==> config.mk <==
export PLATFORM = sky130hd
export DESIGN_NAME = he_sequencer
export DESIGN_NICKNAME = d
export VERILOG_FILES = /design/src/hw/he_pkg.sv /design/src/hw/he_sequencer.sv
export VERILOG_INCLUDE_DIRS = /design/src /design/src/include
export SDC_FILE = /design/constraint.sdc
export NUM_CORES = 1
export LEC_CHECK = 0
export BUFFER_PORTS_ARGS = -buffer_cell sky130_fd_sc_hd__buf_2
export CAP_MARGIN = 20
export CORE_AREA = 2 2 113 115
export DETAILED_ROUTE_END_ITERATION = 8
export DIE_AREA = 0 0 115 117
export MAX_ROUTING_LAYER = met4
export SYNTH_ARGS = -nofsm -noshare
export SYNTH_HDL_FRONTEND = slang
export SYNTH_SLANG_ARGS = --single-unit
==> constraint.sdc <==
create_clock -name clk_i -period 2.1 [get_ports clk_i]
set_input_delay 0.315 -clock clk_i [delete_from_list [all_inputs] [get_ports clk_i]]
set_output_delay 0.315 -clock clk_i [all_outputs]
set_load 0.02 [all_outputs]
==> src/include/he_defs.svh <==
`ifndef HE_DEFS_SVH
`define HE_DEFS_SVH

// bus and register data width
`define HE_DATA_W 32
`define HE_ADDR_W 40

// coefficients and the modulus share one width
`define HE_COEF_W 30

// bank depth and the index and length widths it implies
`define HE_MAX_N 64
`define HE_IDX_W ($clog2(`HE_MAX_N))
`define HE_N_W (`HE_IDX_W + 1)

// byte step between coefficients in memory
`define HE_COEF_STRIDE 4

`define HE_IRQ_ADDR 40'h30_0000
`define HE_CSR_ADDR_W 4

`endif
==> src/hw/he_pkg.sv <==
`default_nettype none
`include "he_defs.svh"

package he_pkg;

   // CSR index map
   typedef enum logic [`HE_CSR_ADDR_W-1:0]
   {
      CSR_Q,
      CSR_N,
      CSR_A_PTR,
      CSR_B_PTR,
      CSR_WB_PTR,
      CSR_START,
      CSR_STATUS
   } csr_addr_e;

   typedef struct packed
   {
      logic                  wr;
      csr_addr_e             addr;
      logic [`HE_DATA_W-1:0] data;
   } csr_req_s;

   // one command on the memory port that writes when wr is set
   typedef struct packed
   {
      logic                  wr;
      logic [`HE_ADDR_W-1:0] addr;
      logic [`HE_DATA_W-1:0] data;
   } mem_cmd_s;

   typedef struct packed
   {
      logic [`HE_DATA_W-1:0] data;
   } mem_rsp_s;

   // write into a coefficient bank
   typedef struct packed
   {
      logic                  v;
      logic [`HE_IDX_W-1:0]  idx;
      logic [`HE_COEF_W-1:0] coef;
   } bank_wr_s;

   typedef enum logic {DMA_LOAD, DMA_STORE} dma_dir_e;

   typedef enum logic {BANK_A, BANK_B} bank_sel_e;

   typedef enum logic [2:0]
   {
      SEQ_IDLE,
      SEQ_LOAD_A,
      SEQ_LOAD_B,
      SEQ_COMPUTE,
      SEQ_DRAIN,
      SEQ_WRITE_BACK,
      SEQ_IRQ,
      SEQ_IRQ_WAIT
   } seq_state_e;

   // run configuration as held in the CSR block
   typedef struct packed
   {
      logic [`HE_COEF_W-1:0] q;
      logic [`HE_N_W-1:0]    n;
      logic [`HE_ADDR_W-1:0] a_ptr;
      logic [`HE_ADDR_W-1:0] b_ptr;
      logic [`HE_ADDR_W-1:0] wb_ptr;
   } he_cfg_s;

endpackage

`default_nettype wire

==> src/hw/he_sequencer.sv <==
`default_nettype none
`include "he_defs.svh"

module he_sequencer
(
   input  logic                  clk_i,
   input  logic                  reset_i,
   input  logic                  start_i,
   input  he_pkg::he_cfg_s       cfg_i,
   output logic                  dma_go_o,
   output he_pkg::dma_dir_e      dma_dir_o,
   output logic [`HE_ADDR_W-1:0] dma_base_o,
   input  logic                  dma_done_i,
   output he_pkg::bank_sel_e     bank_sel_o,
   output logic                  cmp_v_o,
   output logic [`HE_IDX_W-1:0]  cmp_idx_o,
   output logic                  irq_v_o,
   output he_pkg::mem_cmd_s      irq_cmd_o,
   input  logic                  mem_rsp_v_i,
   output logic                  busy_o,
   output logic                  done_o
);

   // adder depth to wait out before write-back
   localparam int drain_cycles_lp = 2;

   he_pkg::seq_state_e state_r;
   logic [`HE_N_W-1:0] cnt_r;

   ////////////////////////////////////////
   // run FSM

   always_ff @(posedge clk_i)
   begin
      if (reset_i)
      begin
         state_r  <= he_pkg::SEQ_IDLE;
         cnt_r    <= '0;
         dma_go_o <= 1'b0;
         done_o   <= 1'b0;
      end
      else
      begin
         dma_go_o <= 1'b0;
         case (state_r)
            // start is only taken here, so a start while busy is dropped
            he_pkg::SEQ_IDLE:
               if (start_i)
               begin
                  state_r  <= he_pkg::SEQ_LOAD_A;
                  dma_go_o <= 1'b1;
                  done_o   <= 1'b0;
               end
            he_pkg::SEQ_LOAD_A:
               if (dma_done_i)
               begin
                  state_r  <= he_pkg::SEQ_LOAD_B;
                  dma_go_o <= 1'b1;
               end
            he_pkg::SEQ_LOAD_B:
               if (dma_done_i)
               begin
                  state_r <= he_pkg::SEQ_COMPUTE;
                  cnt_r   <= '0;
               end
            he_pkg::SEQ_COMPUTE:
               if (cnt_r == cfg_i.n)
               begin
                  state_r <= he_pkg::SEQ_DRAIN;
                  cnt_r   <= '0;
               end
               else
                  cnt_r <= cnt_r + 1'b1;
            he_pkg::SEQ_DRAIN:
               if (cnt_r == drain_cycles_lp - 1)
               begin
                  state_r  <= he_pkg::SEQ_WRITE_BACK;
                  dma_go_o <= 1'b1;
               end
               else
                  cnt_r <= cnt_r + 1'b1;
            he_pkg::SEQ_WRITE_BACK:
               if (dma_done_i)
                  state_r <= he_pkg::SEQ_IRQ;
            he_pkg::SEQ_IRQ:
               state_r <= he_pkg::SEQ_IRQ_WAIT;
            he_pkg::SEQ_IRQ_WAIT:
               if (mem_rsp_v_i)
               begin
                  state_r <= he_pkg::SEQ_IDLE;
                  done_o  <= 1'b1;
               end
            default: state_r <= he_pkg::SEQ_IDLE;
         endcase
      end
   end

   ////////////////////////////////////////
   // outputs from state

   always_comb
   begin
      dma_dir_o  = he_pkg::DMA_LOAD;
      dma_base_o = cfg_i.a_ptr;
      case (state_r)
         he_pkg::SEQ_LOAD_B: dma_base_o = cfg_i.b_ptr;
         he_pkg::SEQ_WRITE_BACK:
         begin
            dma_dir_o  = he_pkg::DMA_STORE;
            dma_base_o = cfg_i.wb_ptr;
         end
         default: ;
      endcase
   end

   assign bank_sel_o = (state_r == he_pkg::SEQ_LOAD_B) ? he_pkg::BANK_B : he_pkg::BANK_A;
   assign busy_o     = state_r != he_pkg::SEQ_IDLE;

   // one index per cycle and none on the extra cycle at cnt == n
   assign cmp_v_o    = (state_r == he_pkg::SEQ_COMPUTE) && (cnt_r != cfg_i.n);
   assign cmp_idx_o  = cnt_r[`HE_IDX_W-1:0];

   assign irq_v_o    = state_r == he_pkg::SEQ_IRQ;
   assign irq_cmd_o  = '{wr: 1'b1, addr: `HE_IRQ_ADDR, data: '1};

endmodule

`default_nettype wire

==> results.cfg <==
[drt]
drt_iter0_markers = 88
wl_um = 7040
post_drt_wl_per_cell_um = 10.9
detailroute.via_count = 2582
drcViolationCount = 0
route.antenna.remaining_nets = 0
vias_per_cell = 4.00
detailedRoute.firstPassIterationCount = 4

[synthesis]
synth_area_per_cell_sq_um = 6.61
dominantRegCellSynth = dfxtp_1
synth_edf_count = 0
ys_ff_latch = 12
post_synth_inst_count = 320
seq_area_frac_synth = 0.114
number_of_library_cell_types_mapped_by_synthesis = 38
netlist_area_sq_um = 2110
ys.warnings.count = 0
ys_async_sr_fraction = 0

[sta]
skew_ns = 0.000908
finalWorstSetupSlack_ns = 0.125
fin_worst_hold_slack_ns = 0.427
setup_tns_ns = 0
final_min_period_over_clock_period = 0.941
final-hold-violation-count = 0
grt_setup_unrepaired = no
finalCriticalPeriod_ns = 1.98
timing.final.max_slew_violations = 0
maxClockFrequency_mhz = 506
setup_viol = 0

[worst_hold_path]
holdCritStartpoint = reset_i
worst_hold_path.num_cells = 2
hold_end = cnt_r[2]
timing.hold.worst.class = in -> reg

[setup_path]
critical_path.startpoint_type = flop
worst_setup_path_type = reg -> out
cp_data_arrival_time_ns = 1.66
timing.rr.start = state_r[2]
crit_path_max_fanout = 15
setup_slack_on_the_worst_flop_to_flop_path_ns = 0.28
timing.critical_path.to_type = output port
rr_endpoint = cnt_r[6]
ff2ff_path_depth = 4
critical_path_required_ns = 1.78

[floorplanning]
die_x_um = 115
dieArea_sq_um = 13500
fp.coreArea_sq_um = 12300
floorplan.rows = 41
ios = 288
die_h_um = 117
floorplan.initialDensity = 0.172

[placement]
dpl_worst_slack_ns = 0.113
detailed_place_hpwl_um = 5740
io_buffer_count = 184
gpl.final_weighted_congestion = 0.729

[global_route]
grt_usage = 0.0893
globalRoute.totalOverflow = 0
first_pass_grt_wire_length_um = 9430
grt_start_max_net_pins = 35
first_global_vias = 1892
antenna_found_initial = 0

[power_and_ir_drop]
power.density_nw_per_um2 = 470
switch_pwr_w = 0.000621
seq_power_share = 0.177
p_int_w = 0.000813
irDropWorstVdd_mv = 0.285
power.share.combinational = 0.548
power.share.clock = 0.275
power_switching_share = 0.433
static-leakage-power_nw = 1.70

[layout]
syn_to_final_growth_pct = 44.3
fraction_of_layout_instances_using_a_drive_strength_above_1 = 0.434
n_antenna_cell = 0
fill_cells = 1402
layout.nets = 660

[status]
run_status = complete, no violations

[clocking]
tritoncts = built
worstSkewPairLatency_ns = 0.24
clkSlewWorstSetupHoldPaths_ns = 0.05
cts_htree_levels = 1
tritoncts_num_sinks = 12
cts.root.buffer_cell = clkbuf_16
ctsLongestPathBuffers = 2
cts_made_buffers = 3

[job]
maxCapViolations = 0
-- registers in the layout, summed over array words and instances, names as in the netlist --
signal and flops:
cnt_r 7, dma_go_o 1, done_o 1, state_r 3
-- critical path, cell delays in order, from the launching register on --
cell	delay, ns
dfxtp_2	0.40
and3b_2	0.27
buf_4	0.20
a22oi_1	0.29
nand2_1	0.08
buf_2	0.17
-- worst max-delay path by stage --
stage,slack (ns),to,cells after the start,from
floorplan,0.17,dma_base_o[14],4,state_r[1]
global placement,0.10,dma_base_o[24],5,state_r[1]
CTS,0.02,dma_base_o[37],5,state_r[0]
global route,0.01,dma_base_o[0],6,state_r[1]
detailed placement,0.11,dma_base_o[24],5,state_r[1]
finish,0.12,dma_base_o[24],5,state_r[1]
-- metrics by stage --
stage	instance area, sq um	utilization	instances	power, W
5_1_grt	3050	0.248	645	0.00153
3_5_place_dp	2930	0.238	639	0.00104
2_1_floorplan	2380	-	391	0.000847
4_1_cts	3030	0.246	644	0.00144
6_report	3050	0.248	645	0.00143
3_3_place_gp	2930	0.238	639	0.00104
-- synth_stat cells, types with 2 or more instances --
master	n	area [sq um]
a221oi_1	4	35.0
ha_1	2	25.0
o21ai_0	5	25.0
o31ai_1	3	22.5
or4_1	4	30.0
nand2_1	86	323
or3_1	3	18.8
nor3_1	6	30.0
nor2_1	7	26.3
a22oi_1	40	300
clkbuf_1	18	67.6
nand3_1	5	25.0
inv_1	4	15.0
nor2b_1	2	12.5
buf_4	79	593
dfxtp_1	12	240
o211ai_1	2	15.0
a21oi_1	8	40.0
conb_1	2	7.51
xnor2_1	7	61.3
nand2b_1	4	25.0
-- layer usage --
layer  wire (um)  share of wire  vias to the layer above  global-route usage
li1            -              -                     1302                   -
met1        3020           0.43                     1144               0.126
met2        3400           0.48                      132               0.140
met3         577          0.082                        4             0.00927
met4          35         0.0050                        0              0.0169
met5           0              0                        -                   -
-- what timing repair did --
| item | 4_1_cts | 5_1_grt |
|---|---|---|
| pin swaps | 0 | 1 |
| resized for setup | 2 | 3 |
| cloned | 0 | 0 |
| hold buffers | 0 | 0 |
| buffers inserted | 1 | 1 |
| endpoints found under the setup margin | 37 | 20 |
| endpoints found under the hold margin | 0 | 0 |
-- layout by cell type (no fill, tap or decap), types with 5 or more instances in the layout --
cell type,n
xnor2_1,7
buf_4,11
a21oi_1,8
a22oi_1,40
conb_1,73
dfxtp_1,11
o21ai_0,5
nand3_1,5
nand2_1,86
nor3_1,6
buf_2,184
nor2_1,6
-- cell type report --
type	instances	area [sq um]	share of cell area
clock buffer	4	88.8	0.0291
inverter	4	15.0	0.00492
multi-input combinational	277	1470	0.483
sequential	12	241	0.0791
tap	150	188	0.0615
timing repair buffer	198	1050	0.343
-- cell families (layout without fill, tap and decap cells) --
group	Yosys count	count (layout)	share of synthesized area
flops	12	12	0.114
other cells	2	73	0.00355
mux	2	2	0.0118
fa+ha+maj	2	2	0.0118
buf+inv	102	206	0.325
simple gates	122	122	0.254
xor+xnor	7	7	0.0290
compound gates	71	71	0.251
-- power groups by stage --
| stage | clock (W) | combinational [W] | sequential [W] |
|---|---|---|---|
| after floorplan | 0 | 0.000594 | 0.000252 |
| after global placement | 0 | 0.000780 | 0.000256 |
| after detailed placement | 0 | 0.000781 | 0.000257 |
| after CTS | 0.000395 | 0.000787 | 0.000254 |
| after global routing | 0.000409 | 0.000866 | 0.000256 |
| final | 0.000394 | 0.000785 | 0.000254 |
(Power assumes the default switching activity.)
