**config.mk**
```make
export PLATFORM = sky130hd
export DESIGN_NAME = he_mod_add
export DESIGN_NICKNAME = d
export VERILOG_FILES = /design/src/hw/he_pkg.sv /design/src/hw/he_mod_add.sv
export VERILOG_INCLUDE_DIRS = /design/src /design/src/include
export SDC_FILE = /design/constraint.sdc
export NUM_CORES = 1
export LEC_CHECK = 0
export ABC_AREA = 1
export BUFFER_PORTS_ARGS = -buffer_cell sky130_fd_sc_hd__buf_2
export CORE_AREA = 5 5 112 114
export CTS_CLUSTER_DIAMETER = 150
export CTS_CLUSTER_SIZE = 28
export DETAILED_ROUTE_END_ITERATION = 16
export DIE_AREA = 0 0 117 119
export PLACE_DENSITY = 0.81
export SYNTH_ARGS = -nofsm -noshare
export SYNTH_HDL_FRONTEND = slang
export SYNTH_SLANG_ARGS = --single-unit
```
**constraint.sdc**
```tcl
create_clock -name clk_i -period 2.1 [get_ports clk_i]
set_input_delay 0.315 -clock clk_i [delete_from_list [all_inputs] [get_ports clk_i]]
set_output_delay 0.315 -clock clk_i [all_outputs]
set_load 0.03 [all_outputs]
```
**src/include/he_defs.svh**
```systemverilog
`ifndef HE_DEFS_SVH
`define HE_DEFS_SVH

// bus and register data width
`define HE_DATA_W 32
`define HE_ADDR_W 40

// coefficients and the modulus share one width
`define HE_COEF_W 30

// bank depth and the index and length widths it implies
`define HE_MAX_N 64
`define HE_IDX_W ($clog2(`HE_MAX_N))
`define HE_N_W (`HE_IDX_W + 1)

// byte step between coefficients in memory
`define HE_COEF_STRIDE 4

`define HE_IRQ_ADDR 40'h30_0000
`define HE_CSR_ADDR_W 4

`endif
```
**src/hw/he_pkg.sv**
```systemverilog
`default_nettype none
`include "he_defs.svh"

package he_pkg;

   // CSR index map
   typedef enum logic [`HE_CSR_ADDR_W-1:0]
   {
      CSR_Q,
      CSR_N,
      CSR_A_PTR,
      CSR_B_PTR,
      CSR_WB_PTR,
      CSR_START,
      CSR_STATUS
   } csr_addr_e;

   typedef struct packed
   {
      logic                  wr;
      csr_addr_e             addr;
      logic [`HE_DATA_W-1:0] data;
   } csr_req_s;

   // one command on the memory port that writes when wr is set
   typedef struct packed
   {
      logic                  wr;
      logic [`HE_ADDR_W-1:0] addr;
      logic [`HE_DATA_W-1:0] data;
   } mem_cmd_s;

   typedef struct packed
   {
      logic [`HE_DATA_W-1:0] data;
   } mem_rsp_s;

   // write into a coefficient bank
   typedef struct packed
   {
      logic                  v;
      logic [`HE_IDX_W-1:0]  idx;
      logic [`HE_COEF_W-1:0] coef;
   } bank_wr_s;

   typedef enum logic {DMA_LOAD, DMA_STORE} dma_dir_e;

   typedef enum logic {BANK_A, BANK_B} bank_sel_e;

   typedef enum logic [2:0]
   {
      SEQ_IDLE,
      SEQ_LOAD_A,
      SEQ_LOAD_B,
      SEQ_COMPUTE,
      SEQ_DRAIN,
      SEQ_WRITE_BACK,
      SEQ_IRQ,
      SEQ_IRQ_WAIT
   } seq_state_e;

   // run configuration as held in the CSR block
   typedef struct packed
   {
      logic [`HE_COEF_W-1:0] q;
      logic [`HE_N_W-1:0]    n;
      logic [`HE_ADDR_W-1:0] a_ptr;
      logic [`HE_ADDR_W-1:0] b_ptr;
      logic [`HE_ADDR_W-1:0] wb_ptr;
   } he_cfg_s;

endpackage

`default_nettype wire

```
**src/hw/he_mod_add.sv**
```systemverilog
`default_nettype none
`include "he_defs.svh"

module he_mod_add
(
   input  logic                  clk_i,
   input  logic                  reset_i,
   input  logic                  v_i,
   input  logic [`HE_IDX_W-1:0]  idx_i,
   input  logic [`HE_COEF_W-1:0] a_i,
   input  logic [`HE_COEF_W-1:0] b_i,
   input  logic [`HE_COEF_W-1:0] q_i,
   output he_pkg::bank_wr_s      res_o
);

   logic                  s1_v;
   logic                  s2_v;
   logic [`HE_IDX_W-1:0]  s1_idx;
   logic [`HE_IDX_W-1:0]  s2_idx;
   logic [`HE_COEF_W:0]   s1_sum;
   logic [`HE_COEF_W:0]   s1_diff;
   logic [`HE_COEF_W-1:0] s2_coef;

   always_ff @(posedge clk_i)
   begin
      if (reset_i)
      begin
         s1_v <= 1'b0;
         s2_v <= 1'b0;
      end
      else
      begin
         s1_v <= v_i;
         s2_v <= s1_v;
      end
   end

   // both inputs below q, so one subtraction is enough
   assign s1_diff = s1_sum - {1'b0, q_i};

   always_ff @(posedge clk_i)
   begin
      s1_idx  <= idx_i;
      s1_sum  <= a_i + b_i;
      s2_idx  <= s1_idx;
      s2_coef <= (s1_sum >= {1'b0, q_i}) ? s1_diff[`HE_COEF_W-1:0] : s1_sum[`HE_COEF_W-1:0];
   end

   assign res_o = '{v: s2_v, idx: s2_idx, coef: s2_coef};

endmodule

`default_nettype wire

```
==> impl_metrics.csv, run 1 <==
group,metric,value,unit
placed_design,post-dp-hpwl,15.6,mm
setup_path,reg2reg_setup_slack,0.08,ns
grt,grt_first_pass_wirelength,30.2,mm
floorplan,io_pins,136,
routing,drc,0,
sta,final-setup-viol-count,0,
layout,drive_gt1_frac,0.177,
layout,utilization,0.684,
routing,ant_nets,0,
routing,route.detailed.wl_per_inst,14.2,µm
sta,fmax,0.494,GHz
logic_synthesis,synth_common_cells,"nand2_1, inv_1, nand3_1",
sta,whs,0.0765,ns
power,powerDensity,979,mW/mm²
outcome,status,"completed",
power,leakage,0.00443,µW
floorplan,coreArea,0.0113,mm²
layout,syn_to_final_growth,23.8,%
setup_path,end_kind,"register",
clocking,cts-root-buf,"clkbuf_16",
min_path,whs_endpoint,"s1_idx[4]$_DFF_P_",
grt,antenna_found_initial,0,
routing,vias,6921,
setup_path,cp_max_fo,10,
setup_path,crit_type,"reg -> reg",
sta,rsz0062_at_grt,"yes",
sta,hold_viol_final,0,
logic_synthesis,synth-main-ff-cell,"dfxtp_1",
floorplan,fp.dieArea,0.0139,mm²
layout,fillers,1056,
clocking,path_clk_slew,0.06,ns
logic_synthesis,synth_seq_cells,75,
logic_synthesis,syn_nets,1182,
routing,viasPerCell,5.17,
sta,post-route-min-period,2.02,ns
floorplan,dieHeight,119,µm
logic_synthesis,synth_area,0.00625,mm²
grt,grt_pass1_vias,6650,
min_path,hp-start,"idx_i[4]",
run,cap_violations,0,
logic_synthesis,yosysTopAreaCellShare,0.240,
logic_synthesis,synthCells,1021,
clocking,cts.hold.buffers_added,0,
placed_design,gp_congestion,0.966,
sta,relSlewSlack,0.751,
logic_synthesis,synth.yosys.seq_area_share,0.240,
layout,seqCellArea,0.00150,mm²
logic_synthesis,yosys_warnings,0,
layout,multiInputGateArea,0.00414,mm²
sta,worstMarginPinSlew,0.372,ns
routing,dr.first_iter.drc_count,459,
min_path,hold_class,"in -> reg",
min_path,hold_path_depth,1,
sta,final-max-slew-violation-count,0,
setup_path,arrival,2.30,ns
clocking,h-tree-depth,3,
clocking,clk-insertion-delay-late,0.34,ns
layout,fin_nets,1351,
logic_synthesis,synth-edff-count,0,
placed_design,io_buffers,135,
logic_synthesis,ys_types,33,
setup_path,cp-start-kind,"register",
grt,grt_max_degree,18,
routing,drt_first_pass_iters,5,
setup_path,timing.rr.end,"s2_coef[2]$_DFF_P_",
sta,worst_clock_skew,0.00944,ns
floorplan,die_w,117,µm
setup_path,reg2reg_from,"s1_sum[26]$_DFF_P_",
floorplan,initial_core_util,0.552,
power,vdd_drop_max,0.000697,V
grt,grt_usage,0.270,
routing,wirelength,19.0,mm
layout,antenna_cells,0,
setup_path,worstRegToRegCells,10,
clocking,cts_setup_buffers,0,
clocking,cts_num_sinks,75,
floorplan,core.rowCount,39,
clocking,cts_buffers,9,
logic_synthesis,avgSynthCellArea,6.12,µm²
grt,overflow,0,
clocking,cts_tree,"done",
logic_synthesis,ys_top_cells_by_area,"dfxtp_1, nand2_1, ha_1, inv_1, nand3_1",
clocking,clockBufferDepth,2,
logic_synthesis,synth.largest_area_cell,"dfxtp_1",
sta,timing.final.crit_share,0.964,
logic_synthesis,synth-async-reset-ratio,0,
setup_path,cp.required,2.37,ns
logic_synthesis,yosys.cell_count.top_type,"nand2_1",
-- routing by layer --
| layer | GRT usage | share of wire | wire (µm) |
|---|---|---|---|
| met5 | 0 | 0 | 0 |
| met4 | 0.114 | 0.037 | 699 |
| met3 | 0.0319 | 0.073 | 1390 |
| met2 | 0.463 | 0.48 | 9160 |
| met1 | 0.337 | 0.41 | 7760 |
-- state kept, by name (all words and copies together), names as in the netlist --
signal / count
s2_idx: 6
s1_v: 1
s2_coef: 30
s1_sum: 31
s1_idx: 6
s2_v: 1
-- worst max-delay path by stage --
stage | slack [ns] | to | from | depth (start not counted)
global placement | 0.009 | s2_coef[29]$_DFF_P_ | q_i[26] | 12
detailed placement | -0.005 | s2_coef[28]$_DFF_P_ | q_i[0] | 13
finish | 0.08 | s2_coef[2]$_DFF_P_ | s1_sum[26]$_DFF_P_ | 10
global route | -0.007 | s2_coef[20]$_DFF_P_ | s1_sum[0]$_DFF_P_ | 13
CTS | 0.07 | s2_coef[28]$_DFF_P_ | s1_sum[0]$_DFF_P_ | 13
floorplan | 0.33 | s2_coef[10]$_DFF_P_ | q_i[14] | 10
-- cell usage in the layout, fill, tap and decap left out, types with 3 or more instances in the layout --
cell type / instances
a21o_1: 4
a21oi_1: 51
and2_1: 4
buf_2: 135
buf_4: 29
clkbuf_16: 9
dfxtp_1: 75
ha_1: 48
ha_2: 4
ha_4: 8
inv_1: 173
nand2_1: 349
nand3_1: 99
nand3_2: 3
nand3b_1: 4
nand4_1: 16
nor2_1: 77
nor2_2: 6
nor3_1: 13
o21ai_0: 22
o21ai_1: 3
xnor2_1: 5
xor2_1: 29
-- final cells by class --
class / count / area share
clock buffer: 10 / 0.0309
clock inverter: 6 / 0.0123
inverter: 175 / 0.0849
multi-input combinational: 763 / 0.535
sequential: 75 / 0.194
tap: 143 / 0.0231
timing repair buffer: 166 / 0.119
-- worst max-delay path, cell delays in order, from the launching register on --
cell and delay, ns:
dfxtp_1 0.32, ha_1 0.34, a21oi_1 0.26, nand2_1 0.13, nand2_1 0.08, nand2_1 0.08
buf_4 0.15, a31oi_4 0.18, buf_4 0.21, nand3_1 0.10, nand2_1 0.10
-- metrics by stage --
stage / setup TNS, ns / worst slack [ns] / instance area [µm²] / cells / total power [µW]
after global placement: 0 / 0.00903 / 7270 / 1322 / 5650
after global routing: -0.00708 / -0.00708 / 7740 / 1338 / 8110
after CTS: 0 / 0.0706 / 7610 / 1338 / 7420
final: 0 / 0.0760 / 7740 / 1338 / 7570
after detailed placement: -0.00544 / -0.00524 / 7270 / 1322 / 5690
after floorplan: 0 / 0.329 / 6250 / 1021 / 4600
-- what timing repair did --
| item | in CTS | in global routing |
|---|---|---|
| endpoints found under the setup margin | 0 | 30 |
| resized for setup | 0 | 20 |
| hold endpoints to repair | 0 | 0 |
-- where the power goes --
part	switching (µW)	leakage (µW)	internal, µW	total, µW
registers	218	0.000632	1840	2060
logic	2460	0.00364	1330	3790
clock network	639	0.000164	1090	1720
total	3320	0.00443	4260	7570
-- cell families after synthesis --
family,synth area share
and+or+nand+nor,0.390
buffers and inverters,0.117
AOI/OAI and AO/OA,0.0787
DFF,0.240
adders and majority gates,0.127
xor gates and xnor gates,0.0476
No activity file was read; power rests on OpenSTA's default activity.
==> run 2: changes to the inputs <==
--- a/config.mk
+++ b/config.mk
@@ -8,12 +8,12 @@
 export LEC_CHECK = 0
 export ABC_AREA = 1
 export BUFFER_PORTS_ARGS = -buffer_cell sky130_fd_sc_hd__buf_2
-export CORE_AREA = 5 5 112 114
+export CORE_AREA = 5 5 109 111
 export CTS_CLUSTER_DIAMETER = 150
 export CTS_CLUSTER_SIZE = 28
 export DETAILED_ROUTE_END_ITERATION = 16
-export DIE_AREA = 0 0 117 119
-export PLACE_DENSITY = 0.81
+export DIE_AREA = 0 0 114 116
+export PLACE_DENSITY = 0.85
 export SYNTH_ARGS = -nofsm -noshare
 export SYNTH_HDL_FRONTEND = slang
 export SYNTH_SLANG_ARGS = --single-unit
==> constraint.sdc (replaced) <==
create_clock -name clk_i -period 2.5 [get_ports clk_i]
set_input_delay 0.375 -clock clk_i [delete_from_list [all_inputs] [get_ports clk_i]]
set_output_delay 0.375 -clock clk_i [all_outputs]
set_load 0.03 [all_outputs]
==> impl_metrics.csv, run 2 (synthesis gave the netlist of run 1 again) <==
group,metric,value,unit
placed_design,dp_cells,1293,
layout,stdcell_count,1309,
layout,seqCellArea,0.00150,mm²
sta,rsz0062_at_grt,"no",
layout,syn_to_final_growth,16.9,%
sta,worst_clock_skew,0.00979,ns
grt,grt_usage,0.280,
grt,top_usage_layer,"met2",
layout,most-common-layout-cells,"nand2_1, inv_1, buf_2",
sta,final-max-slew-violation-count,0,
clocking,cts_tree,"done",
grt,grtUsageMet2,0.491,
placed_design,io_buffers,135,
layout,fin_nets,1325,
power,leakage,0.00426,µW
clocking,clockBufferDepth,2,
floorplan,fp.dieArea,0.0132,mm²
run,cap_violations,0,
setup_path,cp.required,2.80,ns
setup_path,cp-start-kind,"register",
setup_path,critPathSlowestCell,"a31oi_4",
min_path,hold_class,"in -> reg",
grt,antenna_found_initial,0,
setup_path,cp_max_fo,28,
grt,grt_first_pass_wirelength,29.4,mm
setup_path,path_buf_inv,1,
placed_design,post-dp-hpwl,15.7,mm
layout,multiInputGateArea,0.00402,mm²
layout,reg_top3,"s1_sum (31), s2_coef (30)",
clocking,cts_buffers,9,
routing,vias,6827,
routing,route.detailed.wl_per_inst,14.1,µm
setup_path,arrival,2.59,ns
grt,grtUsageMet1,0.335,
setup_path,cp_common_cell,"nand2_1",
routing,drt_first_pass_iters,5,
sta,fin_setup_tns,0,ns
floorplan,initial_core_util,0.584,
setup_path,end_kind,"register",
sta,fmax,0.437,GHz
clocking,h-tree-depth,3,
outcome,status,"completed",
floorplan,dieHeight,116,µm
grt,grt_pass1_vias,6559,
routing,wirelength,18.5,mm
sta,timing.final.crit_share,0.916,
grt,grt_max_degree,29,
floorplan,die_w,114,µm
sta,hold_viol_final,0,
routing,ant_nets,0,
layout,drive_gt1_frac,0.141,
clocking,cts.hold.buffers_added,0,
clocking,cts_num_sinks,75,
grt,overflow,0,
clocking,cts_setup_buffers,0,
clocking,clk-insertion-delay-late,0.36,ns
routing,dr.first_iter.drc_count,481,
layout,fillers,1003,
placed_design,gp_congestion,0.959,
sta,post-route-min-period,2.29,ns
setup_path,path_delay_family,"simple AND/OR/NAND/NOR gates",
sta,relSlewSlack,0.423,
floorplan,coreArea,0.0107,mm²
floorplan,core.rowCount,38,
layout,layout_commonest_cell,"nand2_1",
clocking,cts-root-buf,"clkbuf_8",
sta,worstMarginPinSlew,0.865,ns
floorplan,io_pins,136,
power,vdd_drop_max,0.000522,V
setup_path,reg2reg_setup_slack,0.21,ns
sta,final-setup-viol-count,0,
setup_path,critPathMaxStageDelay,0.70,ns
setup_path,crit_type,"reg -> reg",
routing,drc,0,
layout,regMostFlops,"s1_sum",
layout,antenna_cells,0,
power,powerDensity,798,mW/mm²
clocking,post_cts_resized,0,
grt,met3_usage,0.0240,
clocking,path_clk_slew,0.08,ns
routing,viasPerCell,5.22,
setup_path,path_cells,"ha_1 -> nand2_1 -> inv_1 -> nand2_1 -> nand2_1 -> nand2_1 -> nand2_1 -> a31oi_4 -> nand3_1 -> nand2_1",
layout,largest_reg_flops,31,
-- run 2: metal layers --
metal | share of wire | up-vias
li1 | - | 3501
met1 | 0.42 | 3013
met2 | 0.47 | 253
met3 | 0.058 | 60
met4 | 0.043 | 0
met5 | 0 | -
-- run 2: report_power, final --
part           switching (µW)  internal, µW
Clock                     457           667
Sequential                171          1550
Combinational            2010           978
Total                    2640          3190
-- run 2: final cells by class --
class,count,share of cell area
Multi-Input combinational cell,763,0.549
Sequential cell,75,0.205
Timing Repair Buffer,140,0.0993
Inverter,175,0.0899
Tap cell,140,0.0240
Clock buffer,12,0.0185
Clock inverter,4,0.0135
-- run 2: final timing paths --
| path | end | cells after the start | from |
|---|---|---|---|
| worst max-delay path | s2_coef[27]$_DFF_P_ | 10 | s1_sum[25]$_DFF_P_ |
| worst min-delay path | s1_idx[4]$_DFF_P_ | 1 | idx_i[4] |
| worst max register to register | s2_coef[27]$_DFF_P_ | 10 | s1_sum[25]$_DFF_P_ |
| worst min register to register | s2_idx[1]$_DFF_P_ | 0 | s1_idx[1]$_DFF_P_ |
-- run 2: stage by stage --
stage / utilization / power (µW) / instance area [µm²] / hold WS (ns) / worst slack (ns)
3_3_place_gp: 0.661 / 4650 / 7070 / 0.310 / 0.203
6_report: 0.683 / 5830 / 7310 / 0.115 / 0.210
2_1_floorplan: - / 3860 / 6250 / 0.310 / 0.669
4_1_cts: 0.683 / 5810 / 7310 / 0.106 / 0.230
5_1_grt: 0.683 / 6250 / 7310 / 0.0991 / 0.00513
3_5_place_dp: 0.661 / 4690 / 7070 / 0.314 / 0.0823
