===== config.mk =====
export PLATFORM = sky130hd
export DESIGN_NAME = he_dma_engine
export DESIGN_NICKNAME = d
export VERILOG_FILES = /design/src/hw/he_pkg.sv /design/src/hw/he_dma_engine.sv
export VERILOG_INCLUDE_DIRS = /design/src /design/src/include
export SDC_FILE = /design/constraint.sdc
export NUM_CORES = 1
export LEC_CHECK = 0
export BUFFER_PORTS_ARGS = -buffer_cell sky130_fd_sc_hd__buf_2
export CORE_MARGIN = 1
export CORE_UTILIZATION = 42
export DETAILED_ROUTE_END_ITERATION = 8
export GPL_TIMING_DRIVEN = 0
export PLACE_DENSITY = 0.8
export SLEW_MARGIN = 20
export SYNTH_ARGS = -nofsm -noshare
export SYNTH_HDL_FRONTEND = slang
export SYNTH_SLANG_ARGS = --single-unit

===== constraint.sdc =====
create_clock -name clk_i -period 3 [get_ports clk_i]
set_input_delay 0.15 -clock clk_i [delete_from_list [all_inputs] [get_ports clk_i]]
set_output_delay 0.15 -clock clk_i [all_outputs]
set_load 0.01 [all_outputs]

===== src/include/he_defs.svh =====
`ifndef HE_DEFS_SVH
`define HE_DEFS_SVH

// bus and register data width
`define HE_DATA_W 32
`define HE_ADDR_W 40

// coefficients and the modulus share one width
`define HE_COEF_W 30

// bank depth and the index and length widths it implies
`define HE_MAX_N 64
`define HE_IDX_W ($clog2(`HE_MAX_N))
`define HE_N_W (`HE_IDX_W + 1)

// byte step between coefficients in memory
`define HE_COEF_STRIDE 4

`define HE_IRQ_ADDR 40'h30_0000
`define HE_CSR_ADDR_W 4

`endif

===== src/hw/he_pkg.sv =====
`default_nettype none
`include "he_defs.svh"

package he_pkg;

   // CSR index map
   typedef enum logic [`HE_CSR_ADDR_W-1:0]
   {
      CSR_Q,
      CSR_N,
      CSR_A_PTR,
      CSR_B_PTR,
      CSR_WB_PTR,
      CSR_START,
      CSR_STATUS
   } csr_addr_e;

   typedef struct packed
   {
      logic                  wr;
      csr_addr_e             addr;
      logic [`HE_DATA_W-1:0] data;
   } csr_req_s;

   // one command on the memory port that writes when wr is set
   typedef struct packed
   {
      logic                  wr;
      logic [`HE_ADDR_W-1:0] addr;
      logic [`HE_DATA_W-1:0] data;
   } mem_cmd_s;

   typedef struct packed
   {
      logic [`HE_DATA_W-1:0] data;
   } mem_rsp_s;

   // write into a coefficient bank
   typedef struct packed
   {
      logic                  v;
      logic [`HE_IDX_W-1:0]  idx;
      logic [`HE_COEF_W-1:0] coef;
   } bank_wr_s;

   typedef enum logic {DMA_LOAD, DMA_STORE} dma_dir_e;

   typedef enum logic {BANK_A, BANK_B} bank_sel_e;

   typedef enum logic [2:0]
   {
      SEQ_IDLE,
      SEQ_LOAD_A,
      SEQ_LOAD_B,
      SEQ_COMPUTE,
      SEQ_DRAIN,
      SEQ_WRITE_BACK,
      SEQ_IRQ,
      SEQ_IRQ_WAIT
   } seq_state_e;

   // run configuration as held in the CSR block
   typedef struct packed
   {
      logic [`HE_COEF_W-1:0] q;
      logic [`HE_N_W-1:0]    n;
      logic [`HE_ADDR_W-1:0] a_ptr;
      logic [`HE_ADDR_W-1:0] b_ptr;
      logic [`HE_ADDR_W-1:0] wb_ptr;
   } he_cfg_s;

endpackage

`default_nettype wire


===== src/hw/he_dma_engine.sv =====
`default_nettype none
`include "he_defs.svh"

module he_dma_engine
(
   input  logic                  clk_i,
   input  logic                  reset_i,
   input  logic                  go_i,
   input  he_pkg::dma_dir_e      dir_i,
   input  logic [`HE_ADDR_W-1:0] base_i,
   input  logic [`HE_N_W-1:0]    n_i,
   output logic                  mem_cmd_v_o,
   output he_pkg::mem_cmd_s      mem_cmd_o,
   input  logic                  mem_rsp_v_i,
   input  he_pkg::mem_rsp_s      mem_rsp_i,
   output he_pkg::bank_wr_s      fill_o,
   output logic                  rd_v_o,
   output logic [`HE_IDX_W-1:0]  rd_idx_o,
   input  logic [`HE_COEF_W-1:0] rd_data_i,
   output logic                  done_o
);

   typedef enum logic [1:0] {DMA_IDLE, DMA_ISSUE, DMA_WAIT} dma_state_e;

   dma_state_e            state_r;
   he_pkg::dma_dir_e      dir_r;
   logic [`HE_ADDR_W-1:0] base_r;
   logic [`HE_ADDR_W-1:0] offset;
   logic [`HE_N_W-1:0]    n_r;
   logic [`HE_N_W-1:0]    cnt_inc;
   logic [`HE_IDX_W-1:0]  cnt_r;
   logic                  rsp_v;
   logic                  last;
   logic                  to_issue;
   logic                  store_nxt;

   assign rsp_v   = (state_r == DMA_WAIT) && mem_rsp_v_i;
   assign cnt_inc = cnt_r + 1'b1;
   assign last    = cnt_inc == n_r;
   assign offset  = cnt_r * `HE_COEF_STRIDE;

   // cycle before each command; a store reads its coefficient here
   assign to_issue  = (state_r == DMA_IDLE) ? (go_i && n_i != '0) : (rsp_v && !last);
   assign store_nxt = (state_r == DMA_IDLE) ? (dir_i == he_pkg::DMA_STORE) :
                                              (dir_r == he_pkg::DMA_STORE);
   assign rd_v_o    = to_issue && store_nxt;
   assign rd_idx_o  = (state_r == DMA_IDLE) ? '0 : cnt_r + 1'b1;

   always_ff @(posedge clk_i)
   begin
      if (reset_i)
      begin
         state_r <= DMA_IDLE;
         done_o  <= 1'b0;
      end
      else
      begin
         done_o <= 1'b0;
         case (state_r)
            DMA_IDLE:
               if (go_i)
               begin
                  // empty block finishes at once
                  if (n_i == '0)
                     done_o <= 1'b1;
                  else
                     state_r <= DMA_ISSUE;
               end
            DMA_ISSUE: state_r <= DMA_WAIT;
            DMA_WAIT:
               if (mem_rsp_v_i)
               begin
                  state_r <= last ? DMA_IDLE : DMA_ISSUE;
                  done_o  <= last;
               end
            default: state_r <= DMA_IDLE;
         endcase
      end
   end

   always_ff @(posedge clk_i)
   begin
      if (state_r == DMA_IDLE && go_i)
      begin
         dir_r  <= dir_i;
         base_r <= base_i;
         n_r    <= n_i;
         cnt_r  <= '0;
      end
      else if (rsp_v)
         cnt_r <= cnt_r + 1'b1;
   end

   assign mem_cmd_v_o    = state_r == DMA_ISSUE;
   assign mem_cmd_o.wr   = dir_r == he_pkg::DMA_STORE;
   assign mem_cmd_o.addr = base_r + offset;
   assign mem_cmd_o.data = mem_cmd_o.wr ? {{(`HE_DATA_W-`HE_COEF_W){1'b0}}, rd_data_i} : '0;

   // load responses go straight into the selected bank
   assign fill_o.v    = rsp_v && (dir_r == he_pkg::DMA_LOAD);
   assign fill_o.idx  = cnt_r;
   assign fill_o.coef = mem_rsp_i.data[`HE_COEF_W-1:0];

endmodule

`default_nettype wire


==> metrics.md, run 1 <==
| Metric | Value |
|---|---|
| DRT Pass-1 Iters | 5 |
| CORE AREA | 0.00785 mm^2 |
| Crit share post-route | 0.947 |
| Routed wire length | a little under 10000 um |
| Later-pin clock latency in the skew report | roughly 330 ps |
| Worst path required time | 2850 ps |
| Setup ws final | 158 ps |
| Max Clock Skew | around 6.3 ps |
| Post-synth top area cell | edfxtp_1 |
| Post-synth EDFFs | between 40 and 50 |
| Synthesized area per cell | 10.7 um^2 |
| Hold WS | around 19 ps |
| Worst vdd ir | between 0.3 and 0.4 mV |
| Die area | between 0.008 and 0.009 mm^2 |
| Die W | approximately 93 um |
| Top achievable clock speed | approximately 350 MHz |
| Layout cells sized above 1 | 0.459 |
| Top Ports | ~230 |
| Post-DP HPWL | approximately 7000 um |
| Yosys top cell area share | 0.415 |
| Rel. slew slack | 0.653 |
| Initial core utilization | 0.443 |
| Minimum clock period | about 2800 ps |
| Sw frac | 0.248 |
| Post-place setup slack | between 150 and 200 ps |
| Vias/cell | between 4 and 5 |
| Crit Path Category | register to primary output |
| Port Buf Inserts | 198 |
| Vias in the first global route | between 3000 and 4000 |
| Crit start category | register |
| Pint | 1.61 mW |
| Status | complete, no violations |
| Async S/R FF share, synth | 0 |
| Post-synthesis cell type count | 48 |
| CP Data Arrival Time | around 2700 ps |
| Row count | 32 |
| CTS tree | yes |
| Global-route wire length before repair | 14300 um |
| Cell area after synthesis | between 0.003 and 0.004 mm^2 |
| # Max-Cap Violations | 0 |
| Initial antenna violation count | 0 |
| Top_reg_cell synth | edfxtp_1 |
| Via count | between 3000 and 4000 |
| Gr usage total | 0.214 |
| Maximum buffer depth of the clock tree | 2 |
| Nets | around 700 |
| Flip-flop and latch count after synthesis | 57 |
| Worst-path clk slew | roughly 60 ps |
| Commonest cells in the netlist | 48 x edfxtp_1, 35 x buf_4, 31 x and2_1, 26 x xnor2_1, 25 x nor2_1 |
| Largest net degree at the start of global routing | 37 |
| Syn. warnings | 0 |
| Drt drc | 0 |
| Setup crit end kind | primary output |
| Min-delay worst type | primary input to register |
| Largest cells by area after synthesis | edfxtp_1 41%, buf_4 7.6%, xnor2_1 6.6%, and2_1 5.6%, xor2_1 5.5% |
| Final Slew Violations | 0 |
| Sequential area share after synthesis | 0.467 |
| Clk root buf | clkbuf_8 |
| Most frequent cell after synthesis | edfxtp_1 |
| Flop pwr share | 0.452 |
| DR iter-0 viols | between 150 and 200 |
| DR WL/cell | ~14 um |
| Net Sw Power | 0.531 mW |
| H-Tree Depth | 3 |
| Actual slew at the worst max-slew pin | slightly above 500 ps |
| GPL Wtd Cong | 0.802 |
| Area after DPL | 0.00462 mm^2 |
| Grt total ovfl | 0 |
| Count of final hold-check violations | 0 |
| Cells after synthesis | about 330 |
| RSZ-0062 raised after global routing | yes |
| CP max FO | 7 |
| Diode count | 0 |
| DRT antenna net count | 0 |
| Design area | 0.00532 mm^2 |
| Clk pwr share | 0.353 |
| Endpoints failing setup | 0 |
| CTS Buf Count | 9 |
| Logic pwr share | 0.195 |
| Area Overhead vs Synth | 53.0% |
| Lkg Pwr | roughly 2.5 nW |
| Clock sink total | 57 |
| Die Height | 93.0 um |
| Power density over the cells | about 400 mW/mm^2 |
per-layer routing:
metal,track usage,vias to the layer above,part of all wire
li1,-,1620,-
met1,0.229,1508,0.37
met2,0.392,176,0.52
met3,0.0431,31,0.077
met4,0.119,0,0.031
met5,0,-,0
final timing paths:
check	depth (start not counted)	to	slack, ps	startpoint
setup / recovery	11	mem_cmd_o[52]	160	cnt_r[0]
hold / removal	1	n_r[0]	20	n_i[0]
setup reg to reg	6	state_r[0]	860	cnt_r[1]
hold reg to reg	2	cnt_r[1]	580	cnt_r[1]
cells in the final DEF, fill, tap and decap left out, types with 2 or more instances in the layout:
| cell | n |
|---|---|
| a21o_1 | 3 |
| a21oi_1 | 8 |
| and2_1 | 31 |
| and3_1 | 4 |
| and4_1 | 3 |
| buf_2 | 203 |
| buf_4 | 37 |
| bufinv_16 | 2 |
| clkbuf_1 | 4 |
| clkbuf_8 | 9 |
| clkinv_1 | 3 |
| conb_1 | 2 |
| dfxtp_1 | 8 |
| dlygate4sd3_1 | 44 |
| edfxtp_1 | 48 |
| ha_1 | 7 |
| inv_1 | 8 |
| nand2_1 | 17 |
| nand3_1 | 8 |
| nand3_4 | 2 |
| nand3b_1 | 2 |
| nand4_1 | 11 |
| nor2_1 | 25 |
| nor2b_1 | 2 |
| nor3_1 | 5 |
| nor3b_1 | 2 |
| nor4_1 | 2 |
| nor4_2 | 4 |
| nor4b_1 | 2 |
| o21ai_0 | 6 |
| or3_1 | 2 |
| xnor2_1 | 26 |
| xor2_1 | 22 |
cell families (layout without fill, tap and decap cells):
family / after synthesis / count (layout) / synth area share
simple gates: 128 / 128 / 0.220
other cells: 1 / 2 / 0.00108
compound gates: 29 / 29 / 0.0572
buf+inv: 53 / 315 / 0.0968
xor+xnor: 49 / 49 / 0.127
fa+ha+maj: 8 / 8 / 0.0310
flops: 57 / 57 / 0.467
sequential cells by signal (all words and copies together), names as in the netlist:
signal / cells
cnt_r: 6
n_r: 7
state_r: 2
done_o: 1
base_r: 40
dir_r: 1
worst max-delay path, stage by stage (launching register included):
cell,delay [ps]
dfxtp_4,400
ha_1,190
inv_1,50
fa_1,410
nor2b_2,170
o31ai_1,120
a211oi_2,230
buf_4,170
buf_6,120
nand4_1,130
xnor2_1,210
buf_2,170
stage by stage:
step	util	setup TNS, ps	cells	total power, mW
global placement	0.586	0	626	1.34
global route	0.677	-22.3	690	2.22
floorplan	-	0	326	1.18
CTS	0.669	0	685	2.15
detailed placement	0.588	0	627	1.35
finish	0.677	0	690	2.14
layout make-up:
class,count,area (um^2)
fill,641,2530
sequential,57,1630
multi-input combinational,216,1540
timing repair buffer,246,1470
buffer,44,309
tap,102,128
clock buffer,9,124
clock inverter,7,85.1
inverter,9,33.8
power by group through the flow:
| stage | clock network [mW] | registers [mW] | logic, mW |
|---|---|---|---|
| global placement | 0 | 0.982 | 0.355 |
| detailed placement | 0 | 0.982 | 0.369 |
| floorplan | 0 | 0.974 | 0.203 |
| finish | 0.755 | 0.966 | 0.417 |
| CTS | 0.767 | 0.965 | 0.413 |
| global route | 0.798 | 0.973 | 0.452 |
timing repair:
action | 4_1_cts | 5_1_grt
endpoints found under the hold margin | 42 | 2
hold buffers | 42 | 2
gates resized for setup | 2 | 6
buffers inserted | 0 | 2
pin swaps | 0 | 2
gates cloned | 0 | 1
setup endpoints to repair | 10 | 19
No activity file was read; power rests on OpenSTA's default activity.
==> run 2, diff against run 1 <==
--- a/config.mk
+++ b/config.mk
@@ -7,8 +7,10 @@
 export NUM_CORES = 1
 export LEC_CHECK = 0
 export BUFFER_PORTS_ARGS = -buffer_cell sky130_fd_sc_hd__buf_2
+export CELL_PAD_IN_SITES_DETAIL_PLACEMENT = 0
+export CELL_PAD_IN_SITES_GLOBAL_PLACEMENT = 1
 export CORE_MARGIN = 1
-export CORE_UTILIZATION = 42
+export CORE_UTILIZATION = 30
 export DETAILED_ROUTE_END_ITERATION = 8
 export GPL_TIMING_DRIVEN = 0
 export PLACE_DENSITY = 0.8
==> run 2 against run 1 <==
  * Cell area decreased by 2.9%
  * Sequential share of layout area increased by 0.87 points
  * Setup slack improved by 39 ps
  * Power increased by 13%
  * Cell count increased by 0.87%
  * Critical path type unchanged
  * Largest power group is now the clock network
==> metrics.md, run 2 (synthesis gave the netlist of run 1 again) <==
| Metric | Value |
|---|---|
| Die area | 0.0120 mm^2 (+39%) |
| Initial core utilization | 0.314 (-0.129) |
| Most flop-heavy register | base_r |
| Crit share post-route | 0.934 (-0.0129) |
| Die W | 110 um (+18%) |
| Drt drc | 0 (unchanged) |
| Post-DP HPWL | 7380 um (+4.2%) |
| Die Height | 110 um (+18%) |
| Worst path required time | 2850 ps (about the same) |
| Setup ws final | 197 ps (+38.8 ps) |
| Endpoints failing setup | 0 (unchanged) |
| Most frequent cells in the layout | 202 x buf_2, 48 x edfxtp_1, 35 x buf_4 |
| Post-place setup slack | 121 ps (-73.3 ps) |
| Lkg Pwr | 2.37 nW (-3.6%) |
| Largest net degree at the start of global routing | 36 (-2.7%) |
| DRT Pass-1 Iters | 4 (-1) |
| Count of final hold-check violations | 0 (unchanged) |
| Global-route wire length before repair | 13700 um (-4.5%) |
| Clk root buf | clkbuf_16 |
| Actual slew at the worst max-slew pin | 523 ps (+15.0 ps) |
| Gr usage total | 0.151 (-0.0632) |
| Grt total ovfl | 0 (unchanged) |
| Later-pin clock latency in the skew report | 310 ps (-20 ps) |
| Vias in the first global route | 2913 (-8.7%) |
| Nets | 673 (-4.5%) |
| Final Slew Violations | 0 (unchanged) |
| CTS tree | yes |
| DRT antenna net count | 0 (unchanged) |
| Crit start category | register |
| Worst-path clk slew | 50 ps (about the same) |
| Max Clock Skew | 3.22 ps (-3.11 ps) |
| DR WL/cell | 13.2 um (-5.5%) |
| Vias/cell | 4.49 (-7.1%) |
| Port Buf Inserts | 198 (unchanged) |
| Layout cells sized above 1 | 0.484 (+0.0246) |
| H-Tree Depth | 3 (unchanged) |
| Leading cell type in the layout, fill and taps excluded | buf_2 |
| CP Data Arrival Time | 2650 ps (-40 ps) |
| Filler instances | 1055 (+65%) |
| RSZ-0062 raised after global routing | no |
| Total chip power | 2.41 mW (+13%) |
| Crit Path Category | register to primary output |
| Status | complete, no violations |
| Rel. slew slack | 0.642 (-0.0102) |
| Clock sink total | 57 (unchanged) |
| Row count | 38 (+19%) |
| GPL Wtd Cong | 0.814 (+1.5%) |
| Setup crit end kind | primary output |
| # Max-Cap Violations | 0 (unchanged) |
| Initial antenna violation count | 0 (unchanged) |
| Worst vdd ir | 0.225 mV (-28%) |
| Largest regs | base_r x40, n_r x7, cnt_r x6 |
| Routed wire length | 9200 um (-4.7%) |
| Maximum buffer depth of the clock tree | 2 (unchanged) |
| Diode count | 0 (unchanged) |
| Power density over the cells | 466 mW/mm^2 (+16%) |
| Top achievable clock speed | 357 MHz (+1.4%) |
| Top Ports | 233 (unchanged) |
| CP max FO | 10 (+3) |
| Via count | 3124 (-6.3%) |
| Postcts setup bufs | 0 (unchanged) |
| Area Overhead vs Synth | 48.5% |
| DR iter-0 viols | 128 (-19%) |
| Min-delay worst type | primary input to register |
| Max reg flops | 40 (unchanged) |
| CORE AREA | 0.0111 mm^2 (+41%) |
| Minimum clock period | 2800 ps (-38.8 ps) |
| Setup TNS | 0 ps (unchanged) |
| CTS Buf Count | 9 (unchanged) |
run 2: final cells by class:
cell class,count,area (um^2),share of cell area
Sequential cell,57,1620,0.314
Multi-Input combinational cell,216,1550,0.300
Timing Repair Buffer,214,1160,0.225
Buffer,44,309,0.0599
Clock buffer,9,225,0.0436
Tap cell,140,175,0.0339
Clock inverter,7,85.1,0.0165
Inverter,9,33.8,0.00655
run 2: power by group:
part | internal (mW) | switching (mW)
registers | 0.925 | 0.0416
logic | 0.201 | 0.183
clock network | 0.717 | 0.339
total | 1.84 | 0.564
run 2: final timing paths:
kind / cells after the start / slack, ps / to / start
setup reg to reg: 6 / 840 / state_r[0] / cnt_r[1]
hold reg to reg: 2 / 560 / cnt_r[1] / cnt_r[1]
hold / removal: 1 / 10 / base_r[1] / base_i[1]
setup / recovery: 10 / 200 / mem_cmd_o[66] / cnt_r[0]
run 2: metal layers:
metal / global-route usage / part of all wire / vias to the layer above
met2: 0.278 / 0.51 / 147
met4: 0.0533 / 0.0092 / 0
met1: 0.170 / 0.40 / 1410
li1: - / - / 1556
met5: 0 / 0 / -
met3: 0.0338 / 0.073 / 11
run 2: repair_timing:
action | in CTS | in global routing
gates resized for setup | 3 | 5
endpoints found under the hold margin | 12 | 3
setup endpoints to repair | 10 | 19
hold buffers | 12 | 3
pin swaps | 0 | 0
run 2: through the flow:
| stage | instances | utilization | instance area (um^2) | hold slack [ps] |
|---|---|---|---|---|
| 6_report | 696 | 0.466 | 5160 | 11.4 |
| 3_3_place_gp | 664 | 0.419 | 4650 | 327 |
| 3_5_place_dp | 665 | 0.421 | 4670 | 329 |
| 2_1_floorplan | 326 | - | 3480 | 222 |
| 5_1_grt | 696 | 0.466 | 5160 | 0.649 |
| 4_1_cts | 693 | 0.461 | 5100 | 0.0558 |
run 2: worst max-delay path: stages (launching register included):
cell      delay (ps)
dfxtp_2          420
ha_1             200
inv_1             60
fa_1             430
nor2b_4          170
o31ai_1          100
a211oi_2         290
buf_6            190
nand4_1          110
xnor2_1          200
buf_2            160
